===== config.mk =====
export PLATFORM = sky130hd
export DESIGN_NAME = rename_stage
export DESIGN_NICKNAME = d
export VERILOG_FILES = /design/src/core_pkg.sv /design/src/rename_stage.sv
export SDC_FILE = /design/constraint.sdc
export NUM_CORES = 1
export LEC_CHECK = 0
export CORE_MARGIN = 2
export CORE_UTILIZATION = 40
export DETAILED_ROUTE_END_ITERATION = 16
export DONT_BUFFER_PORTS = 1
export SLEW_MARGIN = 20
export SYNTH_ARGS = -nofsm -noshare
export SYNTH_HDL_FRONTEND = slang
export SYNTH_SLANG_ARGS = --single-unit
export TNS_END_PERCENT = 20

===== constraint.sdc =====
create_clock -name clk -period 5.8 [get_ports clk]
set_clock_uncertainty 0.2 [all_clocks]
set_input_delay 1.74 -clock clk [delete_from_list [all_inputs] [get_ports clk]]
set_output_delay 1.74 -clock clk [all_outputs]
set_load 0.005 [all_outputs]

===== src/core_pkg.sv =====
// integer operate subset of the alpha ISA only; no memory, branch or PAL formats beyond halt
package core_pkg;

	//==================================================
	// widths and sizes
	//==================================================
	localparam int AREG_NUM   = 32;   // architectural regs
	localparam int PREG_NUM   = 64;   // physical regs
	localparam int AREG_IDX_W = 5;
	localparam int PREG_IDX_W = 6;
	localparam int FL_PTR_W   = 5;    // free list holds PREG_NUM-AREG_NUM tags
	localparam int WORD_W     = 64;

	localparam logic [AREG_IDX_W-1:0] ZERO_REG = 5'd31;   // reads zero, never renamed

	//==================================================
	// encodings
	//==================================================
	localparam logic [5:0] OP_PAL  = 6'h00;
	localparam logic [5:0] OP_INTA = 6'h10;   // add, sub, compare
	localparam logic [5:0] OP_INTL = 6'h11;   // logical
	localparam logic [5:0] OP_INTS = 6'h12;   // shifts

	localparam logic [6:0] FN_ADDQ   = 7'h20;
	localparam logic [6:0] FN_SUBQ   = 7'h29;
	localparam logic [6:0] FN_CMPEQ  = 7'h2d;
	localparam logic [6:0] FN_CMPULT = 7'h1d;
	localparam logic [6:0] FN_AND    = 7'h00;
	localparam logic [6:0] FN_BIS    = 7'h20;   // same code as addq, other opcode
	localparam logic [6:0] FN_XOR    = 7'h40;
	localparam logic [6:0] FN_SLL    = 7'h39;
	localparam logic [6:0] FN_SRL    = 7'h34;

	typedef enum logic [3:0] {
		ALU_ADDQ, ALU_SUBQ, ALU_CMPEQ, ALU_CMPULT,
		ALU_AND, ALU_BIS, ALU_XOR, ALU_SLL, ALU_SRL
	} alu_op_e;

	typedef enum logic [3:0] {
		NO_ERROR          = 4'h0,
		HALTED_ON_HALT    = 4'h2,
		HALTED_ON_ILLEGAL = 4'h3
	} core_status_e;

	//==================================================
	// instruction word, two views of operate format
	//==================================================
	typedef union packed {
		struct packed {
			logic [5:0] opcode;
			logic [4:0] ra;
			logic [4:0] rb;
			logic [2:0] sbz;        // should be zero
			logic       lit_flag;   // 0 here
			logic [6:0] func;
			logic [4:0] rc;
		} reg_fmt;
		struct packed {
			logic [5:0] opcode;
			logic [4:0] ra;
			logic [7:0] lit;        // zero extended
			logic       lit_flag;   // 1 here
			logic [6:0] func;
			logic [4:0] rc;
		} lit_fmt;
	} instr_u;

	//==================================================
	// stage records
	//==================================================
	typedef struct packed {
		logic                  valid;
		logic [AREG_IDX_W-1:0] ra;
		logic [AREG_IDX_W-1:0] rb;
		logic [AREG_IDX_W-1:0] rc;
		logic                  use_lit;
		logic [7:0]            literal;
		alu_op_e               alu_op;
		logic                  halt;
		logic                  illegal;
	} dec_inst_t;

	typedef struct packed {
		logic                  valid;
		logic                  use_lit;
		logic [7:0]            literal;
		alu_op_e               alu_op;
		logic                  halt;
		logic                  illegal;
		logic [PREG_IDX_W-1:0] opa;        // source tags
		logic [PREG_IDX_W-1:0] opb;
		logic [PREG_IDX_W-1:0] dest;       // new tag
		logic [PREG_IDX_W-1:0] old_dest;   // freed at retire
		logic [AREG_IDX_W-1:0] areg_dest;
		logic                  writes_dest;
	} ren_inst_t;

	typedef struct packed {
		logic                  valid;
		logic                  halt;
		logic                  illegal;
		logic                  writes_dest;
		logic [AREG_IDX_W-1:0] areg_dest;
		logic [PREG_IDX_W-1:0] old_dest;
		logic [WORD_W-1:0]     value;
	} exe_res_t;

endpackage


===== src/rename_stage.sv =====
// free list never runs dry with at most four in flight, so no empty check and no stall
module rename_stage (
	input                                   clk,
	input                                   reset_i,
	input  core_pkg::dec_inst_t             dec_i,
	input  logic                            free_en_i,
	input  logic [core_pkg::PREG_IDX_W-1:0] free_preg_i,
	output core_pkg::ren_inst_t             ren_o
);
	import core_pkg::*;

	localparam int FL_DEPTH = PREG_NUM - AREG_NUM;   // spare tags

	logic [PREG_IDX_W-1:0] map_q  [AREG_NUM];   // areg -> preg
	logic [PREG_IDX_W-1:0] free_q [FL_DEPTH];   // circular free list
	logic [FL_PTR_W-1:0]   head_q;              // next tag to hand out
	logic [FL_PTR_W-1:0]   tail_q;              // next reclaim slot
	logic                  alloc;
	ren_inst_t             ren_d;

	// halt, illegal and r31 targets take no tag
	assign alloc = dec_i.valid & ~dec_i.halt & ~dec_i.illegal & (dec_i.rc != ZERO_REG);

	//==================================================
	// lookup
	//==================================================
	always_comb begin
		ren_d             = '0;
		ren_d.valid       = dec_i.valid;
		ren_d.use_lit     = dec_i.use_lit;
		ren_d.literal     = dec_i.literal;
		ren_d.alu_op      = dec_i.alu_op;
		ren_d.halt        = dec_i.halt;
		ren_d.illegal     = dec_i.illegal;
		ren_d.opa         = map_q[dec_i.ra];
		ren_d.opb         = map_q[dec_i.rb];
		ren_d.areg_dest   = dec_i.rc;   // reported even for r31
		ren_d.writes_dest = alloc;
		ren_d.dest        = free_q[head_q];
		ren_d.old_dest    = map_q[dec_i.rc];   // goes back at retire
	end

	//==================================================
	// map table and free list update
	//==================================================
	always_ff @(posedge clk) begin
		if (reset_i) begin
			for (int i = 0; i < AREG_NUM; i++) begin
				map_q[i] <= PREG_IDX_W'(i);   // identity mapping
			end
			for (int i = 0; i < FL_DEPTH; i++) begin
				free_q[i] <= PREG_IDX_W'(AREG_NUM + i);   // tags 32..63
			end
			head_q      <= '0;
			tail_q      <= '0;   // full list, head equals tail
			ren_o.valid <= 1'b0;
		end else begin
			if (alloc) begin
				map_q[dec_i.rc] <= free_q[head_q];   // seen by the next word
				head_q          <= head_q + 1'b1;
			end
			if (free_en_i) begin
				free_q[tail_q] <= free_preg_i;   // reclaim from retire
				tail_q         <= tail_q + 1'b1;
			end
			ren_o <= ren_d;
		end
	end

endmodule


# == Word-level counts from Yosys, hierarchy flattened ==
# Memories as Yosys holds them, arrays and structs flattened. A register that Yosys moved wholly into a read port is not among the register bits.
# Index checks and enable logic that the tools add are counted.
# word_totals
mem_count,2
reg_bits,38
in_bits,40
wordCells,42
mem_bits_rw,384
out_inout_bits,46
# classes
n_eq_ne,1
n_mux,16
bitwise_logic,5
n_addsub,2
reduce_logical,5
# memory_table
name,depth,word_bits,rd,rd_clocked_by_memory_dff,write_ports,line_no,rtl
free_q,32,6,1,1,32,rename_stage.sv:15,logic [PREG_IDX_W-1:0] free_q [FL_DEPTH];
map_q,32,6,3,3,32,rename_stage.sv:14,logic [PREG_IDX_W-1:0] map_q [AREG_NUM];
# op_table
op,n
$mux W5,4
$mux W6,2
$reduce_or A6 Y1,2
$add A5 B1 Y5 const B,2
$mux W1,10
$ne A5 B5 Y1 const B,1
$and A1 B1 Y1,3
$logic_not A1 Y1,3
$not A1 Y1,2

# == Depth between registers and ports, before layout ==
# depth
word_depth,9
mapped_depth,10
ltp_nobuf,5

# == Worst setup path before layout ==
# Ideal clock, no wire load.
# synth_path
path_kind,input to register
start,input reset_i
end,"memory map_q[0][0], enable pin"
n_path_buf,3
arrival_time_ns,4.103
setup_ns,0.405
path_slack_ns,1.092
stages,5
cell_sequence,clkbuf_1 -> inv_1 -> clkbuf_1 -> clkbuf_1 -> nand2_1
# synth_rtl
item,line_no,rtl
"start, declared",rename_stage.sv:4,"input reset_i,"
"end, declared",rename_stage.sv:14,

==> run summary <==
The run finished with clean final reports. The total CTS buffers came out at 49. Timing would allow up to 256.8 MHz. The worst setup path is launched from a primary input.

The global-route usage over all layers is 21.33%. The worst setup path is captured at a register. The number of nets in the final layout is 1,560.

The finished cells cover 24,650 sq um. The post-route antenna net violation count is 0. Using the TritonRoute via totals, the vias-per-cell ratio works out to 6.109.

Of the cells placed in the final design, the portion with a size suffix greater than 1 is 19.45%. The floorplan step defined a core boundary enclosing 56,170 sq um. In the final timing run, aggregate negative setup slack is 0 ns. The share of the Yosys chip area taken by registers is 58.37%. TritonCTS built the clock tree. Clock tree synthesis selected as its root buffer the cell clkbuf_16. Power spread over the standard cell area amounts to 298.4 nW/um^2. The synthesized design contains 429 enable-type register cells.

The required time at the endpoint of the critical path is 5.86 ns. The number of flip-flops and latches in the synthesized netlist is 445. The number of filler cells placed in the layout is 5,077.

The relative slew slack is 29.00%. The worst-margin pin slew came out at 1.065 ns. By count the netlist is led by edfxtp_1 (429), mux4_2 (180), nand2_1 (177), nor2_1 (177). The area growth from synthesis to layout is 8.978%.

The count of final setup violators is 0. The cell count after synthesis came out at 1,600. The instance count after placement with tap cells included is 2,220.

The width of the die came out at 241.8 um. The count of instances resized after the clock tree is built is 0. In this run the vertical extent of the chip is 241.8 um. The per-cell routed wire length is 27.14 um. The first global-routing pass estimated 92,520 um of wire.

The leakage power is 7.107 nW. The path class of the tightest hold or removal check is reg -> reg. The area share of the largest cell type after synthesis came out at 56.95%. For this run, the number of Yosys warnings is 0. By area the synthesized netlist is led by edfxtp_1 (57%), mux4_2 (18%), mux2i_1 (4.3%), nand2_1 (2.9%), nor2_1 (2.9%).

The data arrival time of the worst path came out at 3.96 ns. The number of inserted diodes is 0. The period utilization came out at 67.14%. The count of buffers inserted at the top-level ports is 0. The setup slack after placement is 1.400 ns. A synthesized cell averages 14.14 sq um. The sum of routed wire length over all layers came out at 62,670 um.

In the post-route analysis, the smallest setup slack over all paths is 1.906 ns. The cell area after synthesis is 22,620 sq um. The placed standard-cell area is 23,030 sq um.

The number of unique standard cell types used by synthesis is 37. The most used flip-flop cell after synthesis is edfxtp_1. The minimum period implied by the final worst setup slack is 3.894 ns. 86 I/O pins were placed. The number of iterations in the first detailed-routing pass came out at 5. The die area came out at 58,470 sq um. The initial antenna violation count is 2. The clock network latency to the later pin of the worst-skew pair is 0.62 ns. Setup repair after global routing left no endpoint under its margin. The worst voltage drop across the vdd grid came out at 224.7 uV. For this run, the share of the core covered by cells in the final layout is 43.89%. The number of cells in the finished layout apart from fillers is 2,309. The global placer's final weighted congestion came out at 0.8755. The remaining routing DRC violations came out at 0. The total overflow reported by the global router is 0. The number of global-route vias before repair is 13,680. The iteration-0 DRC count of the detailed router came out at 1,666. The starting density of the core came out at 40.27%. The largest total area in the synthesized netlist belongs to edfxtp_1. The post-CTS setup buffer count is 0. The max-cap check violation count came out at 0.

The HPWL after detailed placement came out at 39,480 um. The number of failing hold endpoints at the final stage is 0. Buffers inserted to repair hold after CTS numbered 0. The number of clock sinks came out at 445. The number of H-tree levels came out at 2. The clock passes through at most 3 buffers.

Yosys instantiated no cell more often than edfxtp_1. The row count is 87. The routed layout has 14,110 vias.

For this run, asynchronously set or reset flops after synthesis account for 0%. The number of pins exceeding their max-slew limit in the final report was 0. The largest fanout on the critical path is 9.

The largest net degree at the start of global routing came out at 62. The path type of the worst setup path is in -> reg. After clock tree synthesis, the clock-pin slew on the worst setup and hold paths is 0.06 ns.
## layer usage
layer	GRT usage, %	part of all wire (%)
met2	33.09	46
met3	5.294	11
met4	5.428	2.2
met1	30.20	41
met5	0	0.040
## state kept, by name (all words and copies together) (netlist names), named ones only
signal / count
free_q: 192
map_q: 192
ren_o: 46
head_q: 5
tail_q: 5
## placed cells by master (no fill, tap or decap), types with 3 or more instances in the layout
master and count:
nand3b_1 3, clkbuf_1 12, nor3_1 53, nand2b_1 6
a22oi_1 47, clkinv_1 9, bufinv_16 5, clkbuf_16 50
clkinv_2 8, xor2_1 6, buf_4 17, a21oi_1 24
mux4_2 180, dfxtp_1 15, nor2_1 176, mux2_2 18
or3_1 65, conb_1 6, and2_1 32, o21ai_0 29
mux2i_1 98, or2_2 7, nand2_1 177, or4_1 6
inv_1 13, nor2b_1 4, ha_1 5, nand3_1 26
edfxtp_1 429, nand4_1 4
## cells by family after synthesis
group | after synthesis | synth area share [%]
xor+xnor | 8 | 0.3098
buf+inv | 173 | 3.562
mux | 296 | 23.16
fa+ha+maj | 5 | 0.2766
flops | 445 | 58.37
compound gates | 102 | 2.816
simple gates | 569 | 11.48
other cells | 2 | 0.03320
## path summary, 6_finish.rpt
| kind | start | end | slack [ns] | cells after the start |
|---|---|---|---|---|
| worst max-delay path | dec_i[1] | map_q[2][1]$_SDFFCE_PN1P_ | 1.91 | 5 |
| worst min-delay path | head_q[4]$_SDFFE_PP0P_ | head_q[4]$_SDFFE_PP0P_ | 0.33 | 2 |
| worst max register to register | register | map_q[2][1]$_SDFFCE_PN1P_ | 2.28 | 7 |
| worst min register to register | head_q[4]$_SDFFE_PP0P_ | head_q[4]$_SDFFE_PP0P_ | 0.33 | 2 |
## where the power goes
group          switching [mW]  internal [mW]
clock                    1.35           1.83
combinational           0.303          0.210
sequential             0.0556           3.61
total                    1.70           5.65
## area by class of cell
| cell class | instances | area (sq um) | area share (%) |
|---|---|---|---|
| Inverter | 14 | 55.05 | 0.2233 |
| Timing Repair Buffer | 19 | 167.7 | 0.6802 |
| Sequential cell | 445 | 13210 | 53.58 |
| Multi-Input combinational cell | 986 | 8653 | 35.10 |
| Tap cell | 756 | 945.9 | 3.837 |
| Clock inverter | 26 | 311.5 | 1.264 |
| Clock buffer | 63 | 1310 | 5.314 |
## stage by stage
stage	total power [mW]	hold slack, ns
4_1_cts	7.378	0.3388
5_1_grt	7.535	0.3820
3_5_place_dp	4.238	0.3127
6_report	7.355	0.3334
3_3_place_gp	4.230	0.3211
2_1_floorplan	4.125	0.2847
## worst max-delay path, stage by stage
cell and delay, ns:
or4b_2 0.75, nor2_1 0.15, and2_1 0.69, nand2_1 0.29, nand2_1 0.32
Note: power is estimated with default switching activity, not from simulation.
