File: src/core_pkg.sv
// integer operate subset of the alpha ISA only; no memory, branch or PAL formats beyond halt
package core_pkg;

	//==================================================
	// widths and sizes
	//==================================================
	localparam int AREG_NUM   = 32;   // architectural regs
	localparam int PREG_NUM   = 64;   // physical regs
	localparam int AREG_IDX_W = 5;
	localparam int PREG_IDX_W = 6;
	localparam int FL_PTR_W   = 5;    // free list holds PREG_NUM-AREG_NUM tags
	localparam int WORD_W     = 64;

	localparam logic [AREG_IDX_W-1:0] ZERO_REG = 5'd31;   // reads zero, never renamed

	//==================================================
	// encodings
	//==================================================
	localparam logic [5:0] OP_PAL  = 6'h00;
	localparam logic [5:0] OP_INTA = 6'h10;   // add, sub, compare
	localparam logic [5:0] OP_INTL = 6'h11;   // logical
	localparam logic [5:0] OP_INTS = 6'h12;   // shifts

	localparam logic [6:0] FN_ADDQ   = 7'h20;
	localparam logic [6:0] FN_SUBQ   = 7'h29;
	localparam logic [6:0] FN_CMPEQ  = 7'h2d;
	localparam logic [6:0] FN_CMPULT = 7'h1d;
	localparam logic [6:0] FN_AND    = 7'h00;
	localparam logic [6:0] FN_BIS    = 7'h20;   // same code as addq, other opcode
	localparam logic [6:0] FN_XOR    = 7'h40;
	localparam logic [6:0] FN_SLL    = 7'h39;
	localparam logic [6:0] FN_SRL    = 7'h34;

	typedef enum logic [3:0] {
		ALU_ADDQ, ALU_SUBQ, ALU_CMPEQ, ALU_CMPULT,
		ALU_AND, ALU_BIS, ALU_XOR, ALU_SLL, ALU_SRL
	} alu_op_e;

	typedef enum logic [3:0] {
		NO_ERROR          = 4'h0,
		HALTED_ON_HALT    = 4'h2,
		HALTED_ON_ILLEGAL = 4'h3
	} core_status_e;

	//==================================================
	// instruction word, two views of operate format
	//==================================================
	typedef union packed {
		struct packed {
			logic [5:0] opcode;
			logic [4:0] ra;
			logic [4:0] rb;
			logic [2:0] sbz;        // should be zero
			logic       lit_flag;   // 0 here
			logic [6:0] func;
			logic [4:0] rc;
		} reg_fmt;
		struct packed {
			logic [5:0] opcode;
			logic [4:0] ra;
			logic [7:0] lit;        // zero extended
			logic       lit_flag;   // 1 here
			logic [6:0] func;
			logic [4:0] rc;
		} lit_fmt;
	} instr_u;

	//==================================================
	// stage records
	//==================================================
	typedef struct packed {
		logic                  valid;
		logic [AREG_IDX_W-1:0] ra;
		logic [AREG_IDX_W-1:0] rb;
		logic [AREG_IDX_W-1:0] rc;
		logic                  use_lit;
		logic [7:0]            literal;
		alu_op_e               alu_op;
		logic                  halt;
		logic                  illegal;
	} dec_inst_t;

	typedef struct packed {
		logic                  valid;
		logic                  use_lit;
		logic [7:0]            literal;
		alu_op_e               alu_op;
		logic                  halt;
		logic                  illegal;
		logic [PREG_IDX_W-1:0] opa;        // source tags
		logic [PREG_IDX_W-1:0] opb;
		logic [PREG_IDX_W-1:0] dest;       // new tag
		logic [PREG_IDX_W-1:0] old_dest;   // freed at retire
		logic [AREG_IDX_W-1:0] areg_dest;
		logic                  writes_dest;
	} ren_inst_t;

	typedef struct packed {
		logic                  valid;
		logic                  halt;
		logic                  illegal;
		logic                  writes_dest;
		logic [AREG_IDX_W-1:0] areg_dest;
		logic [PREG_IDX_W-1:0] old_dest;
		logic [WORD_W-1:0]     value;
	} exe_res_t;

endpackage

File: src/decode_stage.sv
// no back-pressure, one word per clock; anything outside the operate subset is flagged illegal
module decode_stage (
	input                      clk,
	input                      reset_i,
	input  logic               inst_vld_i,
	input  core_pkg::instr_u   inst_i,
	output core_pkg::dec_inst_t dec_o
);
	import core_pkg::*;

	logic      vld_q;    // sampled strobe
	instr_u    inst_q;   // sampled word
	dec_inst_t dec_d;

	//==================================================
	// input capture
	//==================================================
	always_ff @(posedge clk) begin
		if (reset_i) begin
			vld_q <= 1'b0;
		end else begin
			vld_q <= inst_vld_i;
		end
		inst_q <= inst_i;   // payload only
	end

	//==================================================
	// field extract and classify
	//==================================================
	always_comb begin
		dec_d         = '0;
		dec_d.valid   = vld_q;
		dec_d.ra      = inst_q.reg_fmt.ra;
		dec_d.rc      = inst_q.reg_fmt.rc;
		dec_d.use_lit = inst_q.reg_fmt.lit_flag;
		dec_d.alu_op  = ALU_ADDQ;
		// view picked by literal flag
		if (inst_q.reg_fmt.lit_flag) begin
			dec_d.literal = inst_q.lit_fmt.lit;
			dec_d.rb      = ZERO_REG;   // harmless read
		end else begin
			dec_d.rb = inst_q.reg_fmt.rb;
		end

		case (inst_q.reg_fmt.opcode)
			OP_PAL: begin
				if (inst_q.reg_fmt.func == 7'h00) dec_d.halt = 1'b1;
				else dec_d.illegal = 1'b1;   // other pal calls unsupported
			end
			OP_INTA: begin
				case (inst_q.reg_fmt.func)
					FN_ADDQ:   dec_d.alu_op = ALU_ADDQ;
					FN_SUBQ:   dec_d.alu_op = ALU_SUBQ;
					FN_CMPEQ:  dec_d.alu_op = ALU_CMPEQ;
					FN_CMPULT: dec_d.alu_op = ALU_CMPULT;
					default:   dec_d.illegal = 1'b1;
				endcase
			end
			OP_INTL: begin
				case (inst_q.reg_fmt.func)
					FN_AND:  dec_d.alu_op = ALU_AND;
					FN_BIS:  dec_d.alu_op = ALU_BIS;
					FN_XOR:  dec_d.alu_op = ALU_XOR;
					default: dec_d.illegal = 1'b1;
				endcase
			end
			OP_INTS: begin
				case (inst_q.reg_fmt.func)
					FN_SLL:  dec_d.alu_op = ALU_SLL;
					FN_SRL:  dec_d.alu_op = ALU_SRL;
					default: dec_d.illegal = 1'b1;
				endcase
			end
			default: dec_d.illegal = 1'b1;   // loads, stores, branches, fp
		endcase

		// status flags only mean something on a live slot
		if (!vld_q) begin
			dec_d.halt    = 1'b0;
			dec_d.illegal = 1'b0;
		end
	end

	// output register
	always_ff @(posedge clk) begin
		if (reset_i) begin
			dec_o.valid <= 1'b0;
		end else begin
			dec_o <= dec_d;
		end
	end

endmodule

File: config.mk
export PLATFORM = sky130hd
export DESIGN_NAME = decode_stage
export DESIGN_NICKNAME = d
export VERILOG_FILES = /design/src/core_pkg.sv /design/src/decode_stage.sv
export SDC_FILE = /design/constraint.sdc
export NUM_CORES = 1
export LEC_CHECK = 0
export BUFFER_PORTS_ARGS = -buffer_cell sky130_fd_sc_hd__buf_4
export CAP_MARGIN = 40
export CELL_PAD_IN_SITES_DETAIL_PLACEMENT = 0
export CELL_PAD_IN_SITES_GLOBAL_PLACEMENT = 2
export CORE_AREA = 3 3 98 72
export CTS_CLUSTER_DIAMETER = 30
export CTS_CLUSTER_SIZE = 10
export DETAILED_ROUTE_END_ITERATION = 8
export DIE_AREA = 0 0 101 75
export PLACE_DENSITY_LB_ADDON = 0.2
export SLEW_MARGIN = 30
export SYNTH_ARGS = -nofsm -noshare
export SYNTH_HDL_FRONTEND = slang
export SYNTH_SLANG_ARGS = --single-unit
File: constraint.sdc
create_clock -name clk -period 2.15 [get_ports clk]
set_input_delay 0.3225 -clock clk [delete_from_list [all_inputs] [get_ports clk]]
set_output_delay 0.3225 -clock clk [all_outputs]
set_load 0.01 [all_outputs]
* After elaboration in Yosys (flattened, before gate mapping)
Index checks and enable logic that the tools add are counted.
** Cells by class
- Order comparisons :: 0
- Div/mod/pow operators :: 0
- Multipliers :: 0
- Add/subtract/negate cells :: 0
- Shift-type cells :: 0
- Equal/unequal tests :: 10
- Bitwise gates (word level) :: 0
- Reductions and logical operators :: 6
- Multiplexer cells :: 10
** Operator list (count)
- 7-bit by 6-bit == test with 1-bit output (second input constant) :: 5
- 6-bit by 5-bit == test with 1-bit output (second input constant) :: 3
- 4-bit case mux with 3 select lines :: 1
- 3-bit case mux with 3 select lines :: 1
- 4-bit case mux with 2 select lines :: 1
- 7-bit by 5-bit == test with 1-bit output (second input constant) :: 1
- 7-bit == test (second input constant) :: 1
- 7-bit logical NOT :: 1
- 6-bit logical NOT :: 1
- 2-bit case mux with 3 select lines :: 1
- 1-bit two-way mux :: 5
- 1-bit case mux with 4 select lines :: 1
- 4-bit OR reduction :: 1
- 3-bit OR reduction :: 1
- 2-bit AND reduction :: 1
- 2-bit OR reduction :: 1
** Word-level totals
- Bits in read-only memories :: 0
- Latch bits :: 0
- RAM bits :: 0
- Logic and storage cells :: 37
- Output and inout bits :: 31
- Bits in registers :: 64
- Memories :: 0
- Bits of input ports :: 35

* Depth between registers and ports, before layout
- Depth after elaboration :: 4
- Gate-level depth with buffers :: 5
- Gate-level depth less buffers :: 4

* Least setup slack after synthesis
No wires, ideal clock.
- Path type :: register to register
- Start :: register inst_q[5] (netlist bit)
- End :: register dec_o[0] (netlist bit), data pin
- Library setup time :: 0.259 ns
- Slack :: 0.589 ns
- Path buffers :: 0
- Period minus slack after synthesis :: 1.561 ns
- Arrival time :: 1.302 ns
- Stages on the path, launching flop included :: 5
- Cells stage by stage :: dfxtp_1 nor4_2 nand2b_1 o311a_1 a211o_1
** Between the ends
- Word-level cells in the longest chain between the ends :: 4
** RTL lines
- from (decl) :: RTL line decode_stage.sv:12 : instr_u inst_q;
- from (signal assigned) :: RTL line decode_stage.sv:24 : inst_q <= inst_i;
- 7-bit by 6-bit == test with 1-bit output, or another cell as far along :: RTL line decode_stage.sv:51, decode_stage.sv:60
- 4-bit OR reduction (no source line), or another cell as far along
- 1-bit two-way mux (on tied branches) :: RTL line decode_stage.sv:51, decode_stage.sv:60, decode_stage.sv:68
- 1-bit case mux with 4 select lines * :: RTL line decode_stage.sv:45 : case (inst_q.reg_fmt.opcode)
- to (decl) :: RTL line decode_stage.sv:7 : output core_pkg::dec_inst_t dec_o
Every way passes the cells marked *; elsewhere a longest branch is shown, timed or not.
A chain may end at the register's enable or synchronous reset.

* Worst setup path in the final report
- Start :: register inst_q[10] (netlist bit)
- End :: register dec_o[0] (netlist bit), data pin
The elaborated chain is that of the path after synthesis.

==> impl_table.tex <==
\begin{tabular}{lr}
\hline
Metric & Value \\
\hline
\multicolumn{2}{l}{\textbf{Global routing}} \\
Maximum number of pins on one net before global-route repair & 31 \\
Global routing usage on met2 & 15.3\% \\
GR Util met3 & 5.74\% \\
Most Used Layer, Global Route & met2 \\
Leftover overflow at the end of global routing & 0 \\
Global-route wire length before repair & 5.61 mm \\
Vias in the first global route & 1205 \\
GR met1 Demand/Resource & 11.8\% \\
GRT Util Overall & 10.4\% \\
Initial antenna violation count & 0 \\
\multicolumn{2}{l}{\textbf{Clock network}} \\
Clock latency of the later-clocked register in the worst-skew pair & 0.33 ns \\
H-Tree Level Count & 3 \\
Reg clk slew, reported paths & 0.07 ns \\
Number of sinks on the clock net & 64 \\
\# Post-CTS Setup Buffers & 0 \\
Num CTS Buffers & 9 \\
Maximum buffer depth of the clock tree & 2 \\
TritonCTS clock tree & yes \\
Clock Tree Root & clkbuf\_8 \\
Resized cells post-CTS & 0 \\
Post-cts hold buffer count & 0 \\
\multicolumn{2}{l}{\textbf{Setup path}} \\
Capturing element type of the critical path & flop \\
Chain of cells forming the critical path & nor3b\_1 > nand2\_1 > and4\_1 > a211o\_1 \\
Critical path startpoint category & flop \\
Max stage delay cell, worst path & dfxtp\_1 \\
Arr. time, crit path & 1.84 ns \\
Category of the most critical setup path & reg2reg \\
Maximum single-stage delay on the critical path & 0.56 ns \\
Critical path required time & 2.23 ns \\
Critical-path maximum fanout & 12 \\
R2r worst-path depth & 4 \\
\multicolumn{2}{l}{\textbf{Hold path}} \\
Min-delay worst type & in2reg \\
Worst hold stages & 1 \\
\multicolumn{2}{l}{\textbf{Power and ir drop}} \\
Peak ir drop on the vdd network & 0.403 mV \\
Leakage power & 1.14 nW \\
Tot Pwr & 2.49 mW \\
Power density relative to cell area & 889 mW/mm\^{}2 \\
\multicolumn{2}{l}{\textbf{Final layout}} \\
Combined area of the multi-input logic cells & 422 um\^{}2 \\
Count of nets after finishing & 241 \\
Layout Cells excl Fill & 289 \\
Combined flip-flop and latch cell area & 0.00158 mm\^{}2 \\
Post-route core utilization & 45.2\% \\
FILL cells & 582 \\
Final instance area & 0.00280 mm\^{}2 \\
Fraction of final layout cells sized beyond drive strength 1 & 42.7\% \\
Antenna cell count & 0 \\
Layout-stage area growth over the synthesis result & 37.5\% \\
\multicolumn{2}{l}{\textbf{Detailed routing}} \\
\# DRC & 0 \\
Drt via density & 4.31 \\
Number of detailed-routing iterations run before antenna repair & 4 \\
Drt first-iter violations & 62 \\
Routed Wire Length & 3.77 mm \\
Total number of vias & 1246 \\
WL per Instance & 13.1 um \\
Detail Route Antenna Nets & 0 \\
\multicolumn{2}{l}{\textbf{Timing}} \\
Post-route worst setup slack & 0.387 ns \\
Unrepaired setup endpoints after global routing & no \\
Clock skew after layout & 0.00537 ns \\
Slew Viols, Final & 0 \\
Actual slew at the worst max-slew pin & 0.600 ns \\
Endpoints failing hold & 0 \\
Worst Hold Slack & 0.0870 ns \\
Maximum clock rate & 567 MHz \\
Fin crit share & 82.0\% \\
Final setup viols & 0 \\
Headroom to the max-slew limit & 59.6\% \\
Total negative slack & 0 ns \\
Time the worst path needs with I/O delays and setup & 1.76 ns \\
\multicolumn{2}{l}{\textbf{Placed design}} \\
Placement-stage worst setup slack & 0.426 ns \\
Post-Place Cell Area & 0.00261 mm\^{}2 \\
Input/output buffers & 65 \\
Final RePlAce weighted congestion & 0.827 \\
Post-detailed-placement half-perimeter wirelength & 2.70 mm \\
Number of placed instances, taps included & 273 \\
\multicolumn{2}{l}{\textbf{Logic synthesis}} \\
List of most frequent post-synthesis cells & 34 x dfxtp\_1, 30 x edfxtp\_1, 8 x and2\_1, 6 x nand2\_1 \\
Adder and majority cell fraction of the synthesized area & 0\% \\
Mux contribution to synthesized area & 0\% \\
Synth area leader & edfxtp\_1 \\
Post-synthesis cell area & 0.00203 mm\^{}2 \\
Main combinational cell family by area after synthesis & simple AND/OR/NAND/NOR gates \\
Share of the synthesized area in the top cell type & 44.3\% \\
Mean post-synth cell area & 15.4 um\^{}2 \\
Net count after synthesis & 167 \\
Most common flop cell mapped by yosys & dfxtp\_1 \\
Synthesis warning total & 0 \\
Count of distinct cell types in the synthesized netlist & 33 \\
Share of flip-flops with an asynchronous set or reset after synthesis & 0\% \\
Compound-gate portion of the synthesized area & 4.68\% \\
Most instantiated library cell after synthesis & dfxtp\_1 \\
Number of synthesized register bits & 64 \\
Register area share after synthesis & 77.8\% \\
Simple-gate share of the synthesized area & 15.6\% \\
Top cells by area in the synthesized netlist & edfxtp\_1 44\%, dfxtp\_1 33\%, and2\_1 2.5\% \\
Gate count of the mapped netlist & 132 \\
Number of flops mapped to enable cells by yosys & 30 \\
Share of the synthesized netlist area taken by xor and xnor gates & 0.431\% \\
\multicolumn{2}{l}{\textbf{Floorplanning}} \\
Initial Utilization & 32.9\% \\
Row count & 24 \\
Core area & 0.00619 mm\^{}2 \\
X dimension of the die & 101 um \\
Vert. Die Dim & 75 um \\
Number of ports placed on the die boundary & 66 \\
Overall die area & 0.00758 mm\^{}2 \\
\multicolumn{2}{l}{\textbf{Job}} \\
Maximum capacitance violations & 0 \\
\multicolumn{2}{l}{\textbf{Status}} \\
Result of the run & complete, no violations \\
\hline
\end{tabular}
-- report_power, final --
group          switching (mW)  internal [mW]  total [mW]
Sequential             0.0345           1.34        1.37
Combinational          0.0583         0.0926       0.151
Clock                   0.431          0.529       0.960
-- final cells by class --
cell class / instances / area share, %
Clock buffer: 10 / 4.57
Clock inverter: 6 / 2.15
Inverter: 3 / 0.403
Multi-Input combinational cell: 62 / 15.1
Sequential cell: 64 / 56.6
Tap cell: 78 / 3.49
Timing Repair Buffer: 66 / 17.7
-- layer usage --
metal,vias up,wire [um],part of all wire [%]
li1,631,-,-
met1,558,1660,44
met2,50,1710,45
met5,-,0,0
met3,7,342,9.1
met4,0,60,1.6
-- critical path: cells and delay by family, from the launching register on --
| family | cells | cell delay [ns] |
|---|---|---|
| and+or+nand+nor | 3 | 0.69 |
| DFF | 1 | 0.56 |
| AOI/OAI and AO/OA | 1 | 0.27 |
-- flip-flops by register name, indices dropped and copies added, names as in the netlist --
| signal | count |
|---|---|
| inst_q | 32 |
| dec_o | 31 |
| vld_q | 1 |
-- cell usage in the layout, fill, tap and decap left out, types with 2 or more instances in the layout --
master / netlist / layout
buf_4: 2 / 66
dfxtp_1: 34 / 34
edfxtp_1: 30 / 30
clkbuf_8: 0 / 9
and2_1: 8 / 8
nand2_1: 6 / 6
or2_2: 5 / 5
nand3b_1: 5 / 5
nor2_1: 5 / 5
nand2b_1: 3 / 3
inv_1: 3 / 3
a211o_1: 3 / 3
nor2b_1: 3 / 3
nor4_1: 2 / 2
or4_4: 2 / 2
nor4_2: 2 / 2
and4_1: 2 / 2
clkinv_2: 0 / 2
-- cell families (layout without fill, tap and decap cells) --
kind of cell	count (synthesis)	after routing
AND/OR/NAND/NOR	49	49
XOR/XNOR	1	1
buffers and inverters	6	85
flip-flops	64	64
AO/OA/AOI/OAI	12	12
-- final timing paths --
| path | slack (ns) | to | start |
|---|---|---|---|
| setup reg to reg | 0.39 | dec_o[0] | inst_q[10] |
| hold reg to reg | 0.40 | dec_o[28] | inst_q[24] |
| setup / recovery | 0.39 | dec_o[0] | inst_q[10] |
| hold / removal | 0.09 | inst_q[20] | inst_i[20] |
Note: power is estimated with default switching activity, not from simulation.
