`config.mk`:
```
export PLATFORM = sky130hd
export DESIGN_NAME = retire_stage
export DESIGN_NICKNAME = d
export VERILOG_FILES = /design/src/core_pkg.sv /design/src/retire_stage.sv
export SDC_FILE = /design/constraint.sdc
export NUM_CORES = 1
export LEC_CHECK = 0
export BUFFER_PORTS_ARGS = -buffer_cell sky130_fd_sc_hd__buf_2
export CELL_PAD_IN_SITES_DETAIL_PLACEMENT = 2
export CELL_PAD_IN_SITES_GLOBAL_PLACEMENT = 2
export CORE_MARGIN = 5
export CORE_UTILIZATION = 21
export CTS_CLUSTER_DIAMETER = 100
export DETAILED_ROUTE_END_ITERATION = 7
export GPL_TIMING_DRIVEN = 0
export PLACE_DENSITY = 0.93
export SETUP_SLACK_MARGIN = 0.2
export SLEW_MARGIN = 0
export SYNTH_ARGS = -nofsm -noshare
export SYNTH_HDL_FRONTEND = slang
export SYNTH_SLANG_ARGS = --single-unit
```
`constraint.sdc`:
```
create_clock -name clk -period 2.3 [get_ports clk]
set_clock_uncertainty 0.1 [all_clocks]
set_input_delay 0.115 -clock clk [delete_from_list [all_inputs] [get_ports clk]]
set_output_delay 0.115 -clock clk [all_outputs]
set_load 0.03 [all_outputs]
```
`src/core_pkg.sv`:
```
// integer operate subset of the alpha ISA only; no memory, branch or PAL formats beyond halt
package core_pkg;

	//==================================================
	// widths and sizes
	//==================================================
	localparam int AREG_NUM   = 32;   // architectural regs
	localparam int PREG_NUM   = 64;   // physical regs
	localparam int AREG_IDX_W = 5;
	localparam int PREG_IDX_W = 6;
	localparam int FL_PTR_W   = 5;    // free list holds PREG_NUM-AREG_NUM tags
	localparam int WORD_W     = 64;

	localparam logic [AREG_IDX_W-1:0] ZERO_REG = 5'd31;   // reads zero, never renamed

	//==================================================
	// encodings
	//==================================================
	localparam logic [5:0] OP_PAL  = 6'h00;
	localparam logic [5:0] OP_INTA = 6'h10;   // add, sub, compare
	localparam logic [5:0] OP_INTL = 6'h11;   // logical
	localparam logic [5:0] OP_INTS = 6'h12;   // shifts

	localparam logic [6:0] FN_ADDQ   = 7'h20;
	localparam logic [6:0] FN_SUBQ   = 7'h29;
	localparam logic [6:0] FN_CMPEQ  = 7'h2d;
	localparam logic [6:0] FN_CMPULT = 7'h1d;
	localparam logic [6:0] FN_AND    = 7'h00;
	localparam logic [6:0] FN_BIS    = 7'h20;   // same code as addq, other opcode
	localparam logic [6:0] FN_XOR    = 7'h40;
	localparam logic [6:0] FN_SLL    = 7'h39;
	localparam logic [6:0] FN_SRL    = 7'h34;

	typedef enum logic [3:0] {
		ALU_ADDQ, ALU_SUBQ, ALU_CMPEQ, ALU_CMPULT,
		ALU_AND, ALU_BIS, ALU_XOR, ALU_SLL, ALU_SRL
	} alu_op_e;

	typedef enum logic [3:0] {
		NO_ERROR          = 4'h0,
		HALTED_ON_HALT    = 4'h2,
		HALTED_ON_ILLEGAL = 4'h3
	} core_status_e;

	//==================================================
	// instruction word, two views of operate format
	//==================================================
	typedef union packed {
		struct packed {
			logic [5:0] opcode;
			logic [4:0] ra;
			logic [4:0] rb;
			logic [2:0] sbz;        // should be zero
			logic       lit_flag;   // 0 here
			logic [6:0] func;
			logic [4:0] rc;
		} reg_fmt;
		struct packed {
			logic [5:0] opcode;
			logic [4:0] ra;
			logic [7:0] lit;        // zero extended
			logic       lit_flag;   // 1 here
			logic [6:0] func;
			logic [4:0] rc;
		} lit_fmt;
	} instr_u;

	//==================================================
	// stage records
	//==================================================
	typedef struct packed {
		logic                  valid;
		logic [AREG_IDX_W-1:0] ra;
		logic [AREG_IDX_W-1:0] rb;
		logic [AREG_IDX_W-1:0] rc;
		logic                  use_lit;
		logic [7:0]            literal;
		alu_op_e               alu_op;
		logic                  halt;
		logic                  illegal;
	} dec_inst_t;

	typedef struct packed {
		logic                  valid;
		logic                  use_lit;
		logic [7:0]            literal;
		alu_op_e               alu_op;
		logic                  halt;
		logic                  illegal;
		logic [PREG_IDX_W-1:0] opa;        // source tags
		logic [PREG_IDX_W-1:0] opb;
		logic [PREG_IDX_W-1:0] dest;       // new tag
		logic [PREG_IDX_W-1:0] old_dest;   // freed at retire
		logic [AREG_IDX_W-1:0] areg_dest;
		logic                  writes_dest;
	} ren_inst_t;

	typedef struct packed {
		logic                  valid;
		logic                  halt;
		logic                  illegal;
		logic                  writes_dest;
		logic [AREG_IDX_W-1:0] areg_dest;
		logic [PREG_IDX_W-1:0] old_dest;
		logic [WORD_W-1:0]     value;
	} exe_res_t;

endpackage

```
`src/retire_stage.sv`:
```
// in-order retire, one per clock; after halt or illegal everything is dropped until reset
module retire_stage (
	input                                   clk,
	input                                   reset_i,
	input  core_pkg::exe_res_t              res_i,
	output logic                            retire_vld_o,
	output logic [core_pkg::AREG_IDX_W-1:0] retire_areg_o,
	output logic [core_pkg::WORD_W-1:0]     retire_val_o,
	output logic                            halt_o,
	output core_pkg::core_status_e          status_o,
	output logic                            free_en_o,
	output logic [core_pkg::PREG_IDX_W-1:0] free_preg_o
);
	import core_pkg::*;

	logic live;   // result allowed to retire

	assign live = res_i.valid & ~halt_o;

	//==================================================
	// report, reclaim and sticky status
	//==================================================
	always_ff @(posedge clk) begin
		if (reset_i) begin
			retire_vld_o <= 1'b0;
			free_en_o    <= 1'b0;
			halt_o       <= 1'b0;
			status_o     <= NO_ERROR;
		end else begin
			retire_vld_o <= 1'b0;   // single cycle pulses
			free_en_o    <= 1'b0;
			if (live && (res_i.halt || res_i.illegal)) begin
				halt_o   <= 1'b1;   // stays until reset
				status_o <= res_i.illegal ? HALTED_ON_ILLEGAL : HALTED_ON_HALT;
			end else if (live) begin
				retire_vld_o <= 1'b1;
				free_en_o    <= res_i.writes_dest;   // old tag back to free list
			end
		end
	end

	// payload follows the strobe
	always_ff @(posedge clk) begin
		retire_areg_o <= res_i.areg_dest;
		retire_val_o  <= res_i.value;
		free_preg_o   <= res_i.old_dest;
	end

endmodule
```
# ---- Yosys cells after proc, flatten, opt, wreduce, memory -nomap -nowiden
# Cells that the tools add are included.
dict set report classes {
  mux 2
  n_bitwise 3
  reduce_logical 4
}
# operator count
set op_table {}
lappend op_table {{$reduce_or 3->1} 1}
lappend op_table {{$mux 1} 2}
lappend op_table {{$not 1->1} 2}
lappend op_table {{$reduce_or 2->1} 1}
lappend op_table {{$and 1x1->1} 1}
lappend op_table {{$logic_and 1x1->1} 1}
lappend op_table {{$logic_or 1x1->1} 1}
dict set report totals {
  register_bits 82
  out_inout_bits 82
}

# ---- Longest topological paths before layout
# Gate-level depths: netlist (run 1).
dict set report depth {
  ltp_word 4
  ltp_mapped 2
  depth_no_buf 2
}

# ---- Least setup slack after synthesis (run 1)
# No wires, ideal clock.
dict set report synth_path {
  kind {register to register}
  from {register halt_o}
  to {register free_en_o}
  t_arrival_ns 0.930
  required_ns 2.083
  setup_slack_ns 1.152
  path_stages_with_launch 3
  path_buffers 0
  synth_period_minus_slack_ns 1.148
  path_cell_list {dfxtp_1 > nand2b_4 > and4bb_2}
}
dict set report synth_between {
  elab_chain_cells 4
  word_cells_on_any_way 5
  classes_between {3 x bitwise; 2 x reduce/logical}
}
# item line_no
set synth_lines {}
lappend synth_lines {{start: declaration} retire_stage.sv:9} ;# output logic halt_o,
lappend synth_lines {{start signal: assignment} retire_stage.sv:27} ;# halt_o <= 1'b0;
lappend synth_lines {{start signal: assignment} retire_stage.sv:33} ;# halt_o <= 1'b1;
lappend synth_lines {{$not 1->1 (*)} retire_stage.sv:18} ;# assign live = res_i.valid & ~halt_o;
lappend synth_lines {{$and 1x1->1 (*)} retire_stage.sv:18}
lappend synth_lines {{$logic_and 1x1->1 / $not 1->1 (equally long branches)} -}
lappend synth_lines {{$reduce_or 3->1 (no source line) (*)} -}
lappend synth_lines {{end signal: assignment} retire_stage.sv:37} ;# free_en_o <= res_i.writes_dest;
lappend synth_lines {{end: declaration} retire_stage.sv:11} ;# output logic free_en_o,
# Every way passes the cells marked *; elsewhere a longest branch is shown, timed or not.
# A chain may end at the register's enable or synchronous reset.

# ---- Final worst setup path (run 1)
dict set report layout_path {
  from {input res_i[77] (netlist name)}
  to {register status_o[0]}
}
dict set report layout_between {
  elab_chain_cells 2
}
# item line_no
set layout_lines {}
lappend layout_lines {{start: declaration} retire_stage.sv:5} ;# input core_pkg::exe_res_t res_i,
lappend layout_lines {{$logic_or 1x1->1} retire_stage.sv:32} ;# if (live && (res_i.halt || res_i.illegal)) begin
lappend layout_lines {{$logic_and 1x1->1} retire_stage.sv:32}
lappend layout_lines {{end signal: assignment} retire_stage.sv:34} ;# status_o <= res_i.illegal ? HALTED_ON_ILLEGAL : HALTED_ON_HALT;
lappend layout_lines {{end: declaration} retire_stage.sv:10} ;# output core_pkg::core_status_e status_o,
# No other way between the ends.

==> results of run 1 <==
-- cell usage after synthesis (all sizes together) --
cell and n:
conb 1, nor4 1, o21ai 1, a21oi 1, inv 2, and4bb 1, buf 3, nand2b 2
dfxtp 79, o32ai 1, nor2 1, and3b 1
-- registers in the layout (all words and copies together), names as in the netlist --
signal / count
retire_vld_o: 1
status_o: 1
retire_val_o: 64
halt_o: 1
free_preg_o: 6
free_en_o: 1
retire_areg_o: 5
-- per-stage QoR --
stage	instances	hold slack, ns
after floorplan	95	0.0427
after CTS	455	0.122
after global routing	455	0.134
after detailed placement	357	0.119
final	455	0.144
after global placement	357	0.117
-- cells by family after synthesis --
| family | Yosys count |
|---|---|
| flip-flops | 79 |
| other | 1 |
| AO/OA/AOI/OAI | 3 |
| AND/OR/NAND/NOR | 6 |
| buffers and inverters | 5 |
-- area by class of cell --
class / instances / area (um2)
Fill cell: 797 / 4080
Timing Repair Buffer: 242 / 1620
Sequential cell: 79 / 1580
Clock buffer: 10 / 128
Tap cell: 102 / 128
Clock inverter: 6 / 118
Multi-Input combinational cell: 11 / 78.8
Buffer: 3 / 22.5
Inverter: 2 / 7.51
-- metal layers --
metal / global-route usage / vias up
li1: - / 797
met1: 0.154 / 786
met2: 0.362 / 108
met3: 0.0750 / 9
met4: 0.0494 / 0
met5: 0 / -
-- worst max path at each step --
stage / start / endpoint / depth (start not counted)
floorplan: halt_o / free_en_o / 2
global route: halt_o / status_o[0] / 3
CTS: res_i[77] / status_o[0] / 5
detailed placement: halt_o / free_en_o / 2
finish: res_i[77] / status_o[0] / 5
global placement: halt_o / free_en_o / 2
-- power breakdown --
group          leakage, nW  switching, mW  internal [mW]  total [mW]
Sequential           0.666         0.0255           1.44        1.47
Combinational         1.04          0.251          0.197       0.448
Clock                0.119          0.507          0.731        1.24
-- tightest hold or removal path, stage by stage --
cell,delay (ns)
buf_2,0.13
nand2b_4,0.07
and4bb_2,0.22
-- repair_timing --
| action | in CTS | in global routing |
|---|---|---|
| hold buffers | 82 | 0 |
| endpoints found under the hold margin | 79 | 0 |
| setup buffers | 0 | 0 |
==> impl_metrics.json, run 1 <==
{
  "drt-total-wl_um": 8670,
  "ys_types": 13,
  "wl_per_cell_um": 19.1,
  "cts_root_buf": "clkbuf_8",
  "final_area_mm2": 0.00368,
  "crit_top_cell": "dlygate4sd3_1",
  "die_w_um": 99.6,
  "ir_drop_uv": 452,
  "ant_nets": 0,
  "synth_xor_area_frac": 0,
  "max_clock_freq_mhz": 672,
  "gr-usage-all-layers": 0.177,
  "area_growth_pct": 118,
  "clock_latency_ns": 0.34,
  "synth-adder-area-share": 0,
  "netlist_area_mm2": 0.00169,
  "hold_depth": 3,
  "dr.pass1.iters": 4,
  "layout_common_cells": "buf_2, dlygate4sd3_1, dfxtp_1",
  "cpMaxStageDelayCell": "dlygate4sd3_1",
  "yosysSeqAreaShare": 0.938,
  "finalSetupViolCount": 0,
  "die_h_um": 99.6,
  "met1_length_um": 2810,
  "r2r_cells": 3,
  "grt_pass1_wl_um": 12700,
  "drt_iter0_drc": 16,
  "path_buf_inv": 3,
  "hold_end": "free_en_o",
  "rrSetupSlack_ns": 0.85,
  "path_clk_slew_ns": 0.08,
  "antenna_found_initial": 0,
  "n_antenna_cell": 0,
  "crit_fanout": 4,
  "numPortBuffers": 160,
  "critPathTopFamily": "buffers and inverters",
  "cap_violations": 0,
  "rsz0062_at_grt": "false",
  "period_share": 0.647,
  "yosys.area.top_type": "dfxtp_1",
  "drive_above_1_share": 0.513,
  "grt_overflow": 0,
  "critPathMaxStageDelay_ns": 0.57,
  "cts_tree": "done",
  "synth_compound_area_frac": 0.0111,
  "synthTopCellsByArea": "dfxtp_1, buf_4, nand2b_4",
  "synthSimpleGateAreaFrac": 0.0312,
  "highest_layer": "met4",
  "start_util": 0.217,
  "fin_ws_ns": 0.813,
  "die_area_mm2": 0.00992,
  "synth_top_family_by_area": "simple AND/OR/NAND/NOR gates",
  "outcome": "complete, no violations",
  "cts.sinks": 79,
  "syn_avg_cell_area_um2": 17.9,
  "leakage_nw": 1.82,
  "rr_startpoint": "halt_o",
  "tns_ns": 0,
  "dpl_cell_area_mm2": 0.00262,
  "hp-start": "res_i[78]",
  "layout_commonest_cell": "buf_2",
  "period_needed_ns": 1.49,
  "fin_util": 0.474,
  "met2_length_um": 4950,
  "muxShareOfSynthArea": 0,
  "io_pins": 163,
  "cts_resized": 0,
  "hpwl_um": 5130,
  "dr_total_vias": 1700,
  "gp_congestion": 0.818,
  "critPathArrivalTime_ns": 1.67,
  "worst_hold_path_type": "input pin to flop",
  "pwr_density_cell_mw_per_mm2": 855,
  "synthCells": 94,
  "htree_levels": 3,
  "fin_nets": 429,
  "drt-vias-per-instance": 3.74,
  "drcViolationCount": 0,
  "grt_pass1_vias": 2105,
  "start_kind": "input pin",
  "crit_chain": "dlygate4sd3_1 > buf_2 > and3b_2 > o32ai_1 > dlygate4sd3_1",
  "ys_ff_latch": 79,
  "end_kind": "flop",
  "power.total_mw": 3.15,
  "rr_endpoint": "status_o[0]",
  "yosys.area.top_type_share": 0.938,
  "core_mm2": 0.00777,
  "grt_start_max_net_pins": 15,
  "pre_cts_ws_ns": 1.34,
  "final_hold_viol_count": 0,
  "num_rows": 32,
  "ys.warnings.count": 0,
  "cp_data_required_time_ns": 2.49,
  "cts_made_buffers": 9,
  "clk_path_buf_depth": 2,
  "route.met3.wl_um": 781,
  "critPathKind": "input pin to flop",
  "timing.final.max_slew_violations": 0
}
Power figures use the tool's default switching activity.
==> run 2, diff against run 1 <==
--- a/config.mk
+++ b/config.mk
@@ -9,11 +9,11 @@
 export CELL_PAD_IN_SITES_DETAIL_PLACEMENT = 2
 export CELL_PAD_IN_SITES_GLOBAL_PLACEMENT = 2
 export CORE_MARGIN = 5
-export CORE_UTILIZATION = 21
+export CORE_UTILIZATION = 17
 export CTS_CLUSTER_DIAMETER = 100
 export DETAILED_ROUTE_END_ITERATION = 7
 export GPL_TIMING_DRIVEN = 0
-export PLACE_DENSITY = 0.93
+export PLACE_DENSITY = 0.82
 export SETUP_SLACK_MARGIN = 0.2
 export SLEW_MARGIN = 0
 export SYNTH_ARGS = -nofsm -noshare
==> constraint.sdc (replaced) <==
create_clock -name clk -period 1.3 [get_ports clk]
set_clock_uncertainty 0.1 [all_clocks]
set_input_delay 0.065 -clock clk [delete_from_list [all_inputs] [get_ports clk]]
set_output_delay 0.065 -clock clk [all_outputs]
set_load 0.03 [all_outputs]
==> run 2 against run 1 <==
  * Via count shrank 0.29%
  * Hold slack improved by 0.11 ns
  * Non-clock buffer count shrank 2
  * Flip-flop and latch count unchanged
  * First-iteration DRC count grew to 2.8 times the previous value
  * Final cell count rose by 6.4%
  * Register-to-register slack lost 0.50 ns
  * Combinational power increased by 75%
  * Clock power increased by 61%
  * Die area grew 21%
  * Routed wire length shrank 11%
  * Global-route usage fell by 5.1 points
==> impl_metrics.json, run 2 (synthesis results as in run 1) <==
{
  "crit_fanout": 5,
  "end_kind": "output pin",
  "start_kind": "flop",
  "drt-total-wl_um": 7690,
  "clk_path_buf_depth": 2,
  "p_sw_frac": 0.255,
  "die_area_mm2": 0.0120,
  "die_h_um": 110,
  "drive_above_1_share": 0.519,
  "num_rows": 36,
  "drt_iter0_drc": 44,
  "wl_per_cell_um": 15.9,
  "htree_levels": 3,
  "fin_ws_ns": 0.210,
  "cap_violations": 0,
  "io_pins": 163,
  "clkPwrFrac": 0.372,
  "grt_pass1_wl_um": 11000,
  "outcome": "complete, no violations",
  "pre_cts_ws_ns": 0.390,
  "critPathKind": "flop to output pin",
  "rsz0062_at_grt": "true",
  "n_antenna_cell": 0,
  "cp_data_required_time_ns": 1.13,
  "largest_register_ffs": 64,
  "timing.final.max_slew_violations": 0,
  "finalSetupViolCount": 0,
  "fillers": 1049,
  "rrSetupSlack_ns": 0.35,
  "path_clk_slew_ns": 0.08,
  "reg.largest.list": "retire_val_o (64), free_preg_o (6), retire_areg_o (5)",
  "grt_start_max_net_pins": 15,
  "largest-register": "retire_val_o",
  "comb_power_share": 0.146,
  "rr_endpoint": "free_en_o",
  "fin_nets": 427,
  "drt-vias-per-instance": 3.50,
  "gr-usage-all-layers": 0.127,
  "drcViolationCount": 0,
  "r2r_cells": 2,
  "start_util": 0.173,
  "max_clock_freq_mhz": 917,
  "postCtsSetupBuffers": 0,
  "worst_hold_path_type": "input pin to flop",
  "rr_startpoint": "halt_o",
  "core_mm2": 0.00973,
  "grt_pass1_vias": 2045,
  "hpwl_um": 4870,
  "period_share": 0.839,
  "ir_drop_uv": 489,
  "cts_made_buffers": 9,
  "endpoint": "status_o[1]",
  "leakage_nw": 1.80,
  "fin_util": 0.381,
  "share_seq_of_total_power": 0.481,
  "ant_nets": 0,
  "numPortBuffers": 160,
  "tns_ns": 0,
  "cts_root_buf": "clkbuf_8",
  "cts_tree": "done",
  "layout_common_cells": "buf_2, dlygate4sd3_1, dfxtp_1",
  "cts.sinks": 79,
  "crit_start": "halt_o",
  "area_growth_pct": 120,
  "layout_commonest_cell": "buf_2",
  "dr.pass1.iters": 4,
  "period_needed_ns": 1.09,
  "final_hold_viol_count": 0,
  "grt_overflow": 0,
  "die_w_um": 110,
  "antenna_found_initial": 0,
  "dr_total_vias": 1695,
  "clock_latency_ns": 0.33,
  "gp_congestion": 0.655,
  "switching_power_mw": 1.37,
  "p_int_mw": 4.00,
  "pwr_density_cell_mw_per_mm2": 1450,
  "critPathArrivalTime_ns": 0.93
}
## run 2: worst min path at each step
stage | slack [ns] | cells after the start | start | endpoint
6_report | 0.26 | 2 | res_i[5] | retire_val_o[5]
5_1_grt | 0.23 | 2 | res_i[41] | retire_val_o[41]
3_3_place_gp | 0.07 | 1 | res_i[47] | retire_val_o[47]
2_1_floorplan | -0.007 | 0 | res_i[64] | free_preg_o[0]
3_5_place_dp | 0.07 | 1 | res_i[38] | retire_val_o[38]
4_1_cts | 0.23 | 2 | res_i[55] | retire_val_o[55]
## run 2: repair_timing
item,4_1_cts,5_1_grt
endpoints found under the setup margin,1,8
gates resized for setup,4,8
hold buffers,80,0
endpoints found under the hold margin,79,0
## run 2: power by group through the flow
| stage | logic (mW) | registers [mW] | clock network [mW] |
|---|---|---|---|
| floorplan | 0.0351 | 2.91 | 0 |
| global placement | 0.558 | 2.63 | 0 |
| detailed placement | 0.574 | 2.64 | 0 |
| CTS | 0.772 | 2.58 | 2.09 |
| global route | 0.828 | 2.60 | 2.22 |
| finish | 0.786 | 2.59 | 2.00 |
## run 2: through the flow
step           total power, mW  hold WS (ns)  std cells  instance area, um2
2_1_floorplan             2.94      -0.00728         95                1690
3_3_place_gp              3.19        0.0671        388                2660
3_5_place_dp              3.21        0.0689        388                2660
4_1_cts                   5.45         0.225        484                3690
5_1_grt                   5.65         0.230        484                3710
6_report                  5.37         0.258        484                3710
## run 2: cell type report
type	instances	area, um2	share of cell area
Buffer	3	26.3	0.00708
Clock buffer	10	128	0.0344
Clock inverter	6	93.8	0.0253
Inverter	2	7.51	0.00202
Multi-Input combinational cell	11	78.8	0.0212
Sequential cell	79	1590	0.427
Tap cell	133	166	0.0448
Timing Repair Buffer	240	1630	0.438
## run 2: per-layer routing
layer / track usage / share of wire / wire (um) / up-vias
li1: - / - / - / 792
met1: 0.103 / 0.31 / 2350 / 803
met2: 0.265 / 0.59 / 4550 / 92
met3: 0.0581 / 0.094 / 724 / 8
met4: 0.0294 / 0.0078 / 60 / 0
met5: 0 / 0 / 0 / -
## run 2: critical path, stage by stage, from the launching register on
cell     delay (ns)
dfxtp_4        0.36
buf_6          0.11
buf_6          0.12
